**src/logic/memCtrl_defines.svh**
```systemverilog
`ifndef MEMCTRL_DEFINES_SVH
`define MEMCTRL_DEFINES_SVH

// Requester counts
`define CORE_CNT 2
`define DATA_CNT 3

// Bus widths
`define ADDR_W 32
`define DATA_W 64
`define IO_ADDR_W 16
`define LANE_CNT 8

// Data window that maps onto the ROM port
`define ROM_BASE 32'h1000
`define ROM_SIZE 32'h1000

`endif

```
**src/logic/memCtrlPkg.sv**
```systemverilog
`include "memCtrl_defines.svh"

package memCtrlPkg;

  // One-hot access size
  // Bit 0 byte, 1 half, 2 word, 3 double, zero means idle
  typedef logic [3:0] accSizeT;

  // One byte enable per lane
  typedef logic [`LANE_CNT-1:0] byteMaskT;

  // One memory word seen at three lane granularities
  typedef union packed {
    logic [`LANE_CNT-1:0][7:0] bytes;
    logic [3:0][15:0] halves;
    logic [1:0][31:0] words;
  } laneWordT;

  // IO port request from one core
  typedef struct packed {
    logic [`IO_ADDR_W-1:0] addr;
    logic [`DATA_W-1:0] mosi;
    accSizeT wrSize;
    accSizeT rdSize;
  } ioReqT;

endpackage

```
**src/logic/memReqIf.sv**
```systemverilog
`include "memCtrl_defines.svh"

// Selected data access, valid while either size is nonzero
interface memReqIf;

  logic [`ADDR_W-1:0] addr;
  logic [`DATA_W-1:0] mosi;
  memCtrlPkg::accSizeT wrSize;
  memCtrlPkg::accSizeT rdSize;
  logic inRom;

  modport arbiter (
    output addr, mosi, wrSize, rdSize, inRom
  );

  modport aligner (
    input addr, mosi, wrSize, rdSize, inRom
  );

endinterface

```
**src/logic/accessArbiter.sv**
```systemverilog
`include "memCtrl_defines.svh"

module accessArbiter (
  input  logic clkH,
  input  logic rst,
  input  logic [`CORE_CNT-1:0] codeReq,
  input  logic [`CORE_CNT-1:0][`ADDR_W-1:0] codeAddr,
  input  logic [`DATA_CNT-1:0][`ADDR_W-1:0] dataAddr,
  input  logic [`DATA_CNT-1:0][`DATA_W-1:0] dataMosi,
  input  memCtrlPkg::accSizeT [`DATA_CNT-1:0] dataWrSize,
  input  memCtrlPkg::accSizeT [`DATA_CNT-1:0] dataRdSize,
  output logic [`CORE_CNT-1:0] codeAck,
  output logic [`DATA_CNT-1:0] dataAck,
  output logic [`ADDR_W-1:3] romAddr,
  output logic romRdEn,
  output logic [`ADDR_W-1:3] ramAddr,
  memReqIf.arbiter req
);

  logic [`CORE_CNT-1:0] codeGrant;
  logic [`ADDR_W-1:0] codeSelAddr;
  logic [`DATA_CNT-1:0] dataReqV;
  logic [`DATA_CNT-1:0] dataGrant;
  logic [`ADDR_W-1:0] dataSelAddr;
  logic [`DATA_W-1:0] dataSelMosi;
  memCtrlPkg::accSizeT dataSelWrSize;
  memCtrlPkg::accSizeT dataSelRdSize;
  logic dataInRom;

  // **************************************************************************
  // Code fetch
  // **************************************************************************

  // Lowest index wins
  assign codeGrant = codeReq & (~codeReq + 1'b1);

  always_comb begin
    codeSelAddr = '0;
    for (int i = 0; i < `CORE_CNT; i++) begin
      if (codeGrant[i]) begin
        codeSelAddr = codeSelAddr | codeAddr[i];
      end
    end
  end

  // **************************************************************************
  // Data access
  // **************************************************************************

  always_comb begin
    for (int i = 0; i < `DATA_CNT; i++) begin
      dataReqV[i] = (|dataWrSize[i]) | (|dataRdSize[i]);
    end
  end

  assign dataGrant = dataReqV & (~dataReqV + 1'b1);

  // One-hot grant so an OR mux is enough
  always_comb begin
    dataSelAddr = '0;
    dataSelMosi = '0;
    dataSelWrSize = '0;
    dataSelRdSize = '0;
    for (int i = 0; i < `DATA_CNT; i++) begin
      if (dataGrant[i]) begin
        dataSelAddr = dataSelAddr | dataAddr[i];
        dataSelMosi = dataSelMosi | dataMosi[i];
        dataSelWrSize = dataSelWrSize | dataWrSize[i];
        dataSelRdSize = dataSelRdSize | dataRdSize[i];
      end
    end
  end

  // ROM window decode
  assign dataInRom = (|dataGrant) &&
                     (dataSelAddr >= `ROM_BASE) &&
                     (dataSelAddr < (`ROM_BASE + `ROM_SIZE));

  assign req.addr = dataSelAddr;
  assign req.mosi = dataSelMosi;
  assign req.wrSize = dataSelWrSize;
  assign req.rdSize = dataSelRdSize;
  assign req.inRom = dataInRom;

  // **************************************************************************
  // Memory ports
  // **************************************************************************

  // Data in the ROM window steals the ROM port from the fetch
  assign romAddr = dataInRom ? dataSelAddr[`ADDR_W-1:3] : codeSelAddr[`ADDR_W-1:3];
  assign romRdEn = dataInRom ? (|dataSelRdSize) : (|codeGrant);

  assign ramAddr = dataInRom ? '0 : dataSelAddr[`ADDR_W-1:3];

  // Acks one cycle after the grant
  always_ff @(posedge clkH) begin
    if (rst) begin
      codeAck <= '0;
      dataAck <= '0;
    end else begin
      // Lost fetch retries, the core keeps its request
      codeAck <= dataInRom ? '0 : codeGrant;
      dataAck <= dataGrant;
    end
  end

endmodule

```
**src/logic/laneAligner.sv**
```systemverilog
`include "memCtrl_defines.svh"

module laneAligner (
  input  logic clkH,
  input  logic rst,
  input  logic [`DATA_W-1:0] romMiso,
  input  logic [`DATA_W-1:0] ramMiso,
  output logic [`DATA_W-1:0] ramMosi,
  output memCtrlPkg::byteMaskT ramWrEn,
  output memCtrlPkg::byteMaskT ramRdEn,
  output logic [`DATA_W-1:0] dataMiso,
  output logic [`DATA_W-1:0] codeMiso,
  memReqIf.aligner req
);

  memCtrlPkg::byteMaskT wrMask;
  memCtrlPkg::byteMaskT rdMask;
  memCtrlPkg::laneWordT wrData;
  memCtrlPkg::laneWordT rdSrc;
  logic [2:0] offQ;
  memCtrlPkg::byteMaskT rdMaskQ;
  logic inRomQ;

  // Size to byte mask, larger sizes cover the smaller ones
  function automatic memCtrlPkg::byteMaskT sizeMask(input memCtrlPkg::accSizeT s);
    return {{4{s[3]}}, {2{|s[3:2]}}, |s[3:1], |s};
  endfunction

  function automatic memCtrlPkg::laneWordT spreadMask(input memCtrlPkg::byteMaskT m);
    memCtrlPkg::laneWordT r;
    for (int i = 0; i < `LANE_CNT; i++) begin
      r.bytes[i] = {8{m[i]}};
    end
    return r;
  endfunction

  // Left lane shift by byte offset, one stage per granularity
  function automatic memCtrlPkg::laneWordT shlLanes(input memCtrlPkg::laneWordT din,
                                                    input logic [2:0] off);
    memCtrlPkg::laneWordT stW;
    memCtrlPkg::laneWordT stH;
    memCtrlPkg::laneWordT stB;
    stW = din;
    if (off[2]) begin
      stW.words = {din.words[0], 32'h0};
    end
    stH = stW;
    if (off[1]) begin
      stH.halves = {stW.halves[2], 16'h0, stW.halves[0], 16'h0};
    end
    stB = stH;
    if (off[0]) begin
      stB.bytes = {stH.bytes[6], 8'h0, stH.bytes[4], 8'h0,
                   stH.bytes[2], 8'h0, stH.bytes[0], 8'h0};
    end
    return stB;
  endfunction

  // Right lane shift back to bit 0
  function automatic memCtrlPkg::laneWordT shrLanes(input memCtrlPkg::laneWordT din,
                                                    input logic [2:0] off);
    memCtrlPkg::laneWordT stW;
    memCtrlPkg::laneWordT stH;
    memCtrlPkg::laneWordT stB;
    stW = din;
    if (off[2]) begin
      stW.words = {32'h0, din.words[1]};
    end
    stH = stW;
    if (off[1]) begin
      stH.halves = {16'h0, stW.halves[3], 16'h0, stW.halves[1]};
    end
    stB = stH;
    if (off[0]) begin
      stB.bytes = {8'h0, stH.bytes[7], 8'h0, stH.bytes[5],
                   8'h0, stH.bytes[3], 8'h0, stH.bytes[1]};
    end
    return stB;
  endfunction

  // **************************************************************************
  // RAM write and read enables
  // **************************************************************************

  assign wrMask = sizeMask(req.wrSize);
  assign rdMask = sizeMask(req.rdSize);
  assign wrData = req.mosi & spreadMask(wrMask);

  assign ramMosi = shlLanes(wrData, req.addr[2:0]);
  assign ramWrEn = req.inRom ? '0 : memCtrlPkg::byteMaskT'(wrMask << req.addr[2:0]);
  assign ramRdEn = req.inRom ? '0 : memCtrlPkg::byteMaskT'(rdMask << req.addr[2:0]);

  always_ff @(posedge clkH) begin
    if (rst) begin
      offQ <= '0;
      rdMaskQ <= '0;
      inRomQ <= 1'b0;
    end else begin
      offQ <= req.addr[2:0];
      rdMaskQ <= rdMask;
      inRomQ <= req.inRom;
    end
  end

  // **************************************************************************
  // Read return
  // **************************************************************************

  assign rdSrc = inRomQ ? romMiso : ramMiso;
  assign dataMiso = shrLanes(rdSrc, offQ) & spreadMask(rdMaskQ);

  // ROM port served the fetch unless data used it last cycle
  assign codeMiso = inRomQ ? '0 : romMiso;

endmodule

```
**src/logic/ioPortArbiter.sv**
```systemverilog
`include "memCtrl_defines.svh"

module ioPortArbiter (
  input  logic clkH,
  input  logic rst,
  input  memCtrlPkg::ioReqT [`CORE_CNT-1:0] portReq,
  input  logic [`DATA_W-1:0] ioMiso,
  input  logic ioBusy,
  input  logic ioSrq,
  output logic [`CORE_CNT-1:0] portAck,
  output logic [`DATA_W-1:0] portMiso,
  output logic [`CORE_CNT-1:0] portSrq,
  output logic [`IO_ADDR_W-1:0] ioAddr,
  output logic [`DATA_W-1:0] ioMosi,
  output memCtrlPkg::accSizeT ioWrSize,
  output memCtrlPkg::accSizeT ioRdSize
);

  logic [`CORE_CNT-1:0] portReqV;
  logic [`CORE_CNT-1:0] grantNew;
  memCtrlPkg::ioReqT reqNew;
  memCtrlPkg::ioReqT busReq;
  logic [`CORE_CNT-1:0] grantQ;
  memCtrlPkg::ioReqT reqQ;
  logic busyQ;
  logic keep;
  logic [`CORE_CNT-1:0] grantCur;

  always_comb begin
    for (int i = 0; i < `CORE_CNT; i++) begin
      portReqV[i] = (|portReq[i].wrSize) | (|portReq[i].rdSize);
    end
  end

  assign grantNew = portReqV & (~portReqV + 1'b1);

  always_comb begin
    reqNew = '0;
    for (int i = 0; i < `CORE_CNT; i++) begin
      if (grantNew[i]) begin
        reqNew = reqNew | portReq[i];
      end
    end
  end

  // **************************************************************************
  // Busy hold
  // **************************************************************************

  // Grant moves freely, so freeze it while the device stays busy
  assign keep = busyQ & ioBusy;
  assign grantCur = busyQ ? grantQ : grantNew;

  always_ff @(posedge clkH) begin
    if (rst) begin
      busyQ <= 1'b0;
      grantQ <= '0;
      portAck <= '0;
    end else begin
      busyQ <= ioBusy;
      grantQ <= keep ? grantQ : grantNew;
      portAck <= ioBusy ? '0 : grantCur;
    end
  end

  always_ff @(posedge clkH) begin
    reqQ <= keep ? reqQ : reqNew;
    portMiso <= (ioBusy | ~(|ioRdSize)) ? '0 : ioMiso;
  end

  // Bus side only sees registered busy, no loop through ioBusy
  assign busReq = busyQ ? reqQ : reqNew;
  assign ioAddr = busReq.addr;
  assign ioMosi = busReq.mosi;
  assign ioWrSize = busReq.wrSize;
  assign ioRdSize = busReq.rdSize;

  // Service request goes to the granted core only
  assign portSrq = {`CORE_CNT{~ioBusy & ioSrq}} & grantCur;

endmodule

```
**src/logic/memCtrl.sv**
```systemverilog
`include "memCtrl_defines.svh"

module memCtrl (
  input  logic clkH,
  input  logic rst,

  // Code fetch
  input  logic [`CORE_CNT-1:0] codeReq,
  input  logic [`CORE_CNT-1:0][`ADDR_W-1:0] codeAddr,
  output logic [`CORE_CNT-1:0] codeAck,
  output logic [`DATA_W-1:0] codeMiso,

  // Data masters
  input  logic [`DATA_CNT-1:0][`ADDR_W-1:0] dataAddr,
  input  logic [`DATA_CNT-1:0][`DATA_W-1:0] dataMosi,
  input  memCtrlPkg::accSizeT [`DATA_CNT-1:0] dataWrSize,
  input  memCtrlPkg::accSizeT [`DATA_CNT-1:0] dataRdSize,
  output logic [`DATA_CNT-1:0] dataAck,
  output logic [`DATA_W-1:0] dataMiso,

  // Core IO ports
  input  memCtrlPkg::ioReqT [`CORE_CNT-1:0] portReq,
  output logic [`CORE_CNT-1:0] portAck,
  output logic [`DATA_W-1:0] portMiso,
  output logic [`CORE_CNT-1:0] portSrq,

  // ROM
  output logic [`ADDR_W-1:3] romAddr,
  output logic romRdEn,
  input  logic [`DATA_W-1:0] romMiso,

  // RAM
  output logic [`ADDR_W-1:3] ramAddr,
  output logic [`DATA_W-1:0] ramMosi,
  output memCtrlPkg::byteMaskT ramWrEn,
  output memCtrlPkg::byteMaskT ramRdEn,
  input  logic [`DATA_W-1:0] ramMiso,

  // IO device
  output logic [`IO_ADDR_W-1:0] ioAddr,
  output logic [`DATA_W-1:0] ioMosi,
  output memCtrlPkg::accSizeT ioWrSize,
  output memCtrlPkg::accSizeT ioRdSize,
  input  logic [`DATA_W-1:0] ioMiso,
  input  logic ioBusy,
  input  logic ioSrq
);

  memReqIf dataReq ();

  accessArbiter u_accessArbiter (
    .clkH(clkH),
    .rst(rst),
    .codeReq(codeReq),
    .codeAddr(codeAddr),
    .dataAddr(dataAddr),
    .dataMosi(dataMosi),
    .dataWrSize(dataWrSize),
    .dataRdSize(dataRdSize),
    .codeAck(codeAck),
    .dataAck(dataAck),
    .romAddr(romAddr),
    .romRdEn(romRdEn),
    .ramAddr(ramAddr),
    .req(dataReq.arbiter)
  );

  laneAligner u_laneAligner (
    .clkH(clkH),
    .rst(rst),
    .romMiso(romMiso),
    .ramMiso(ramMiso),
    .ramMosi(ramMosi),
    .ramWrEn(ramWrEn),
    .ramRdEn(ramRdEn),
    .dataMiso(dataMiso),
    .codeMiso(codeMiso),
    .req(dataReq.aligner)
  );

  ioPortArbiter u_ioPortArbiter (
    .clkH(clkH),
    .rst(rst),
    .portReq(portReq),
    .ioMiso(ioMiso),
    .ioBusy(ioBusy),
    .ioSrq(ioSrq),
    .portAck(portAck),
    .portMiso(portMiso),
    .portSrq(portSrq),
    .ioAddr(ioAddr),
    .ioMosi(ioMosi),
    .ioWrSize(ioWrSize),
    .ioRdSize(ioRdSize)
  );

endmodule

```
**config.mk**
```make
export PLATFORM = sky130hd
export DESIGN_NAME = memCtrl
export DESIGN_NICKNAME = d
export VERILOG_FILES = /design/src/logic/memCtrlPkg.sv /design/src/logic/memReqIf.sv /design/src/logic/accessArbiter.sv /design/src/logic/laneAligner.sv /design/src/logic/ioPortArbiter.sv /design/src/logic/memCtrl.sv
export VERILOG_INCLUDE_DIRS = /design/src /design/src/logic
export SDC_FILE = /design/constraint.sdc
export NUM_CORES = 1
export LEC_CHECK = 0
export ABC_AREA = 0
export BUFFER_PORTS_ARGS = -buffer_cell sky130_fd_sc_hd__buf_4
export CAP_MARGIN = 20
export CORE_AREA = 4 4 462 464
export CTS_CLUSTER_SIZE = 10
export DETAILED_ROUTE_END_ITERATION = 6
export DIE_AREA = 0 0 466 468
export PLACE_DENSITY = 0.32
export SLEW_MARGIN = 10
export SYNTH_ARGS = -nofsm -noshare
export SYNTH_HDL_FRONTEND = slang
export SYNTH_HIERARCHICAL = 1
export SYNTH_SLANG_ARGS = --single-unit
```
**constraint.sdc**
```tcl
create_clock -name clkH -period 4.5 [get_ports clkH]
set_input_delay 0.45 -clock clkH [delete_from_list [all_inputs] [get_ports clkH]]
set_output_delay 0.45 -clock clkH [all_outputs]
set_load 0.05 [all_outputs]
```
Word level (Yosys, flattened, before mapping)
Index checks and enable logic that the tools add are counted.

Flip-flop bits (word level): 171. Bits of input ports: 750. Logic and storage cells: 103.

$lt $le $gt $ge: 2. Add/subtract/negate cells: 3. Muxes and demuxes: 31. Bitwise operators: 29. Reductions and logical operators: 23. Shifts and indexed selects: 2.

Operator list (number): 64-bit 2-to-1 mux (11); 88-bit 2-to-1 mux (3); 32-bit 2-to-1 mux (5); 64-bit AND (2); 64-bit OR (2); 32-bit OR (3); 88-bit OR (1); 29-bit 2-to-1 mux (2); 4-bit OR reduction (13); 32-bit by 13-bit greater-or-equal comparator with 1-bit output (second input constant) (1); 32-bit by 14-bit less-than comparator with 1-bit output (second input constant) (1); 4-bit 2-to-1 mux (6); 8-bit 2-to-1 mux (2); 4-bit OR (4); 8-bit by 3-bit left shift with 8-bit output (2); 2-bit OR reduction (5); 3-bit OR reduction (3); 2-bit AND (3); 1-bit OR (6); 2-bit by 1-bit adder with 2-bit output (second input constant) (2); 2-bit inverter (2); 3-bit by 1-bit adder with 3-bit output (second input constant) (1); 3-bit AND (1); 3-bit inverter (1); other kinds (5) (8).

Longest topological paths before layout
Depth in word-level cells: 15. Gate-level depth with buffers: 13. Gate-level depth less buffers: 8.

Hierarchy
Netlist, hierarchy kept.

Modules (own cells, without submodules): ioPortArbiter (area each 7638.6 µm², cells each 740, sequential area each 4023.9 µm², instances 1); laneAligner (area each 4543.1 µm², cells each 593, sequential area each 160.2 µm², instances 1); accessArbiter (area each 2896.5 µm², cells each 499, sequential area each 100.1 µm², instances 1).

Worst setup path after synthesis
Ideal clock, no wire load.

Path type: input port to output port. From: in dataWrSize[8] in the netlist's numbering. To: out ramMosi[62]. Required time: 4050 ps. Data arrival time: 4079 ps. Cell stages on the path: 12. Slack: -29 ps. Cell sequence: or4_1 o211a_1 clkbuf_1 clkbuf_1 a221oi_1 nor2_1 buf_2 nor2b_2 buf_2 a22oi_1 a21o_1 a221oi_1.

Elaborated cells on any way between the ends: 16. Those cells by class: 1 x add/sub; 6 x mux; 5 x bitwise; 4 x reduce/logical.

RTL lines: start: declaration (RTL line memCtrl.sv:16) `` input memCtrlPkg::accSizeT [`DATA_CNT-1:0] dataWrSize, ``; 4-bit OR reduction (*) (RTL line accessArbiter.sv:52) `dataReqV[i] = (|dataWrSize[i]) | (|dataRdSize[i]);`; 1-bit OR (*) (RTL line accessArbiter.sv:52); 3-bit inverter (RTL line accessArbiter.sv:56) `assign dataGrant = dataReqV & (~dataReqV + 1'b1);`; 3-bit by 1-bit adder with 3-bit output (RTL line accessArbiter.sv:56); 3-bit AND (*) (RTL line accessArbiter.sv:56); 32-bit 2-to-1 mux (*) (RTL line accessArbiter.sv:65) `if (dataGrant[i]) begin`; net dataReq.addr[2] (RTL line memReqIf.sv:6) `` logic [`ADDR_W-1:0] addr; ``; 64-bit 2-to-1 mux (*) (RTL line laneAligner.sv:44) `if (off[2]) begin`; 64-bit 2-to-1 mux (*) (RTL line laneAligner.sv:48) `if (off[1]) begin`; 64-bit 2-to-1 mux (*) (RTL line laneAligner.sv:52) `if (off[0]) begin`; end: declaration (RTL line memCtrl.sv:34) `` output logic [`DATA_W-1:0] ramMosi, ``.

Mark *: on every way through the listed nets, which the timed path passes. The rest lies on a longest branch.

Worst setup path in the final report
From: in dataRdSize[2] in the netlist's numbering. To: out ramMosi[51].

Longest elaborated chain between the ends: 15. Elaborated cells on any way between the ends: 26. Those cells by class: 1 x add/sub; 12 x mux; 10 x bitwise; 3 x reduce/logical.

RTL lines: start: declaration (RTL line memCtrl.sv:17) `` input memCtrlPkg::accSizeT [`DATA_CNT-1:0] dataRdSize, ``; 4-bit OR reduction (*) (RTL line accessArbiter.sv:52); 1-bit OR (*) (RTL line accessArbiter.sv:52); 3-bit inverter (RTL line accessArbiter.sv:56); 3-bit by 1-bit adder with 3-bit output (RTL line accessArbiter.sv:56); 3-bit AND (*) (RTL line accessArbiter.sv:56); 4-bit 2-to-1 mux (RTL line accessArbiter.sv:65); 4-bit OR (RTL line accessArbiter.sv:68) `dataSelWrSize = dataSelWrSize | dataWrSize[i];`; 4-bit 2-to-1 mux (RTL line accessArbiter.sv:65); 4-bit OR (RTL line accessArbiter.sv:68); 4-bit 2-to-1 mux (*) (RTL line accessArbiter.sv:65); net dataReq.wrSize[3] (RTL line memReqIf.sv:8) `memCtrlPkg::accSizeT wrSize;`; 4-bit OR reduction / 2-bit OR reduction (equally long branches) (RTL line laneAligner.sv:26) `return {{4{s[3]}}, {2{|s[3:2]}}, |s[3:1], |s};`; 64-bit AND (*) (RTL line laneAligner.sv:87) `assign wrData = req.mosi & spreadMask(wrMask);`; 64-bit 2-to-1 mux (*) (RTL line laneAligner.sv:44); 64-bit 2-to-1 mux (*) (RTL line laneAligner.sv:48); 64-bit 2-to-1 mux (*) (RTL line laneAligner.sv:52).

Marked as above.

==> metrics.csv <==
metric,value,unit
RSZ-0062 raised after global routing,false,
Avg WL per Cell,29.7,um
leakage dissipation,12.5,nW
Clock transition at path regs,80,ps
Setup Skew,20.5,ps
dpl cell area,28600,um2
"Slew Viols, Final",0,
post-route cell area,29200,um2
# nets final,3782,
initial core utilization,7.18,%
CP Capture Type,primary output,
post-CTS setup buffer count,0,
Min-Delay Startpoint,ioMiso[0],
hold_buf cts,0,
initial antenna violation count,105,
Synth Instances,1815,
vias in the first global route,20700,
Max Freq,229,MHz
reg2reg start,u_ioPortArbiter/busyQ,
final setup fails,0,
Synth Warn #,6,
CTS tree,yes,
Detail Route Antenna Nets,0,
Via density,3.56,
Pwr Total,6.69,mW
crit start category,input port,
final core occ,14.0,%
WHS Path Cells,2,
hold crit path type,in2reg,
Post-Syn Area,15000,um2
initial drt markers,1526,
final setup TNS,0,ps
share of cells above drive strength 1,52.0,%
global-route wire length before repair,218000,um
Placeable Area,209000,um2
Fin. Hold Viols,0,
GRT Residual Overflow,0,
crit path kind,in2out,
Total GRT Usage,15.1,%
Detailed Route WL,174000,um
Die W,466,um
critical path peak fanout,64,
Num CTS Buffers,17,
period utilization,96.9,%
# DRC,0,
# H-tree levels,4,
Pre-antenna DRT Iters,6,
Die Ht,468,um
final std cells w/o fill,5871,
P per Cell Area,229,nW/um2
crit path DAT,3910,ps
Die ar.,218000,um2
Worst-Margin Slew,1360,ps
worst r2r path cells,5,
placed insts,5818,
Max rail drop VDD,0.299,mV
WHS Endpoint,u_ioPortArbiter/portMiso[0],
Worst slew margin,9.00,%
Ports,1178,
DR vias,20900,
status,"complete, no violations",
largest buffer count on any clock path,2,
R2R setup slack,1860,ps
MaxCap Viol Count,0,
"Clk Latency, worst-skew pair",510,ps
Mapped Avg Cell Area,8.27,um2
clk sinks,170,
largest net degree at the start of global routing,161,
reg2reg end,u_ioPortArbiter/portMiso[37],
Port Buffers,1171,
syn_nets,2565,
gpl congestion,0.894,
fillers,24200,
Rows,168,
Syn-to-layout area delta,94.8,%
fin crit period,4360,ps
Clock Tree Root,clkbuf_16,
Worst EP required,4050,ps
Final HPWL DP,153000,um
metal layers:
metal  wire length (um)  track usage [%]  vias to the layer above
met5                393                0                        -
met4               2000             1.99                       64
met3              19000             6.33                      188
met2              77400             23.6                     1130
met1              75700             19.8                    10200
li1                   -                -                     9293
sequential cells by signal (all words and copies together) (netlist names):
register                  cells
u_ioPortArbiter/portAck       2
u_ioPortArbiter/portMiso     64
u_accessArbiter/dataAck       3
u_ioPortArbiter/busyQ         1
u_ioPortArbiter/grantQ        2
u_accessArbiter/codeAck       2
u_laneAligner/rdMaskQ         4
u_laneAligner/offQ            3
u_ioPortArbiter/reqQ         88
u_laneAligner/inRomQ          1
per-stage QoR:
stage / hold WS [ps] / setup slack, ps
after floorplan: 450 / 3.39
after global placement: 464 / 17.0
after detailed placement: 481 / 33.4
after CTS: 122 / 20.0
after global routing: 148 / 55.4
final: 182 / 140
power by group:
part           internal [mW]  switching [mW]  total (mW)
Clock                  0.850           0.858        1.71
Sequential              1.73          0.0500        1.78
Combinational           1.18            2.03        3.20
Total                   3.76            2.93        6.69
area by class of cell:
| class | instances | area (um2) | area share (%) |
|---|---|---|---|
| Tap cell | 2805 | 3510 | 12.0 |
| Multi-Input combinational cell | 1439 | 9900 | 33.9 |
| Antenna cell | 21 | 52.6 | 0.180 |
| Clock buffer | 17 | 425 | 1.45 |
| Inverter | 11 | 43.8 | 0.150 |
| Timing Repair Buffer | 1393 | 10800 | 37.0 |
| Clock inverter | 15 | 194 | 0.663 |
| Sequential cell | 170 | 4300 | 14.7 |
worst max-delay path by stage:
stage          slack, ps           from          end
2_1_floorplan          3  dataRdSize[2]  ramMosi[51]
3_3_place_gp          20  dataWrSize[8]   ramWrEn[0]
3_5_place_dp          30  dataWrSize[8]   ramWrEn[0]
4_1_cts               20  dataWrSize[8]   ramWrEn[0]
5_1_grt               60  dataWrSize[8]   ramRdEn[1]
6_report             140  dataRdSize[2]  ramMosi[51]
critical path: stages:
cell and delay (ps):
buf_4 120, nor4_2 500, buf_4 300, nand2_4 290, buf_12 320, o21bai_2 220, buf_12 140, nor2b_2 200
buf_12 210, buf_12 130, a22oi_1 150, a211oi_1 510, buf_4 290
cells in the final DEF, fill, tap and decap left out, drive strengths merged, types with 69 or more instances in the layout:
cell type / instances
nor2b: 96
a221oi: 104
nor2: 289
a2bb2oi: 80
nand2: 180
buf: 1393
dfxtp: 82
edfxtp: 88
nand3: 85
nor3b: 69
a21oi: 120
what timing repair did:
item	in CTS	in global routing
endpoints found under the hold margin	0	0
setup endpoints to repair	0	3
gates resized for setup	0	2
(Power assumes the default switching activity.)
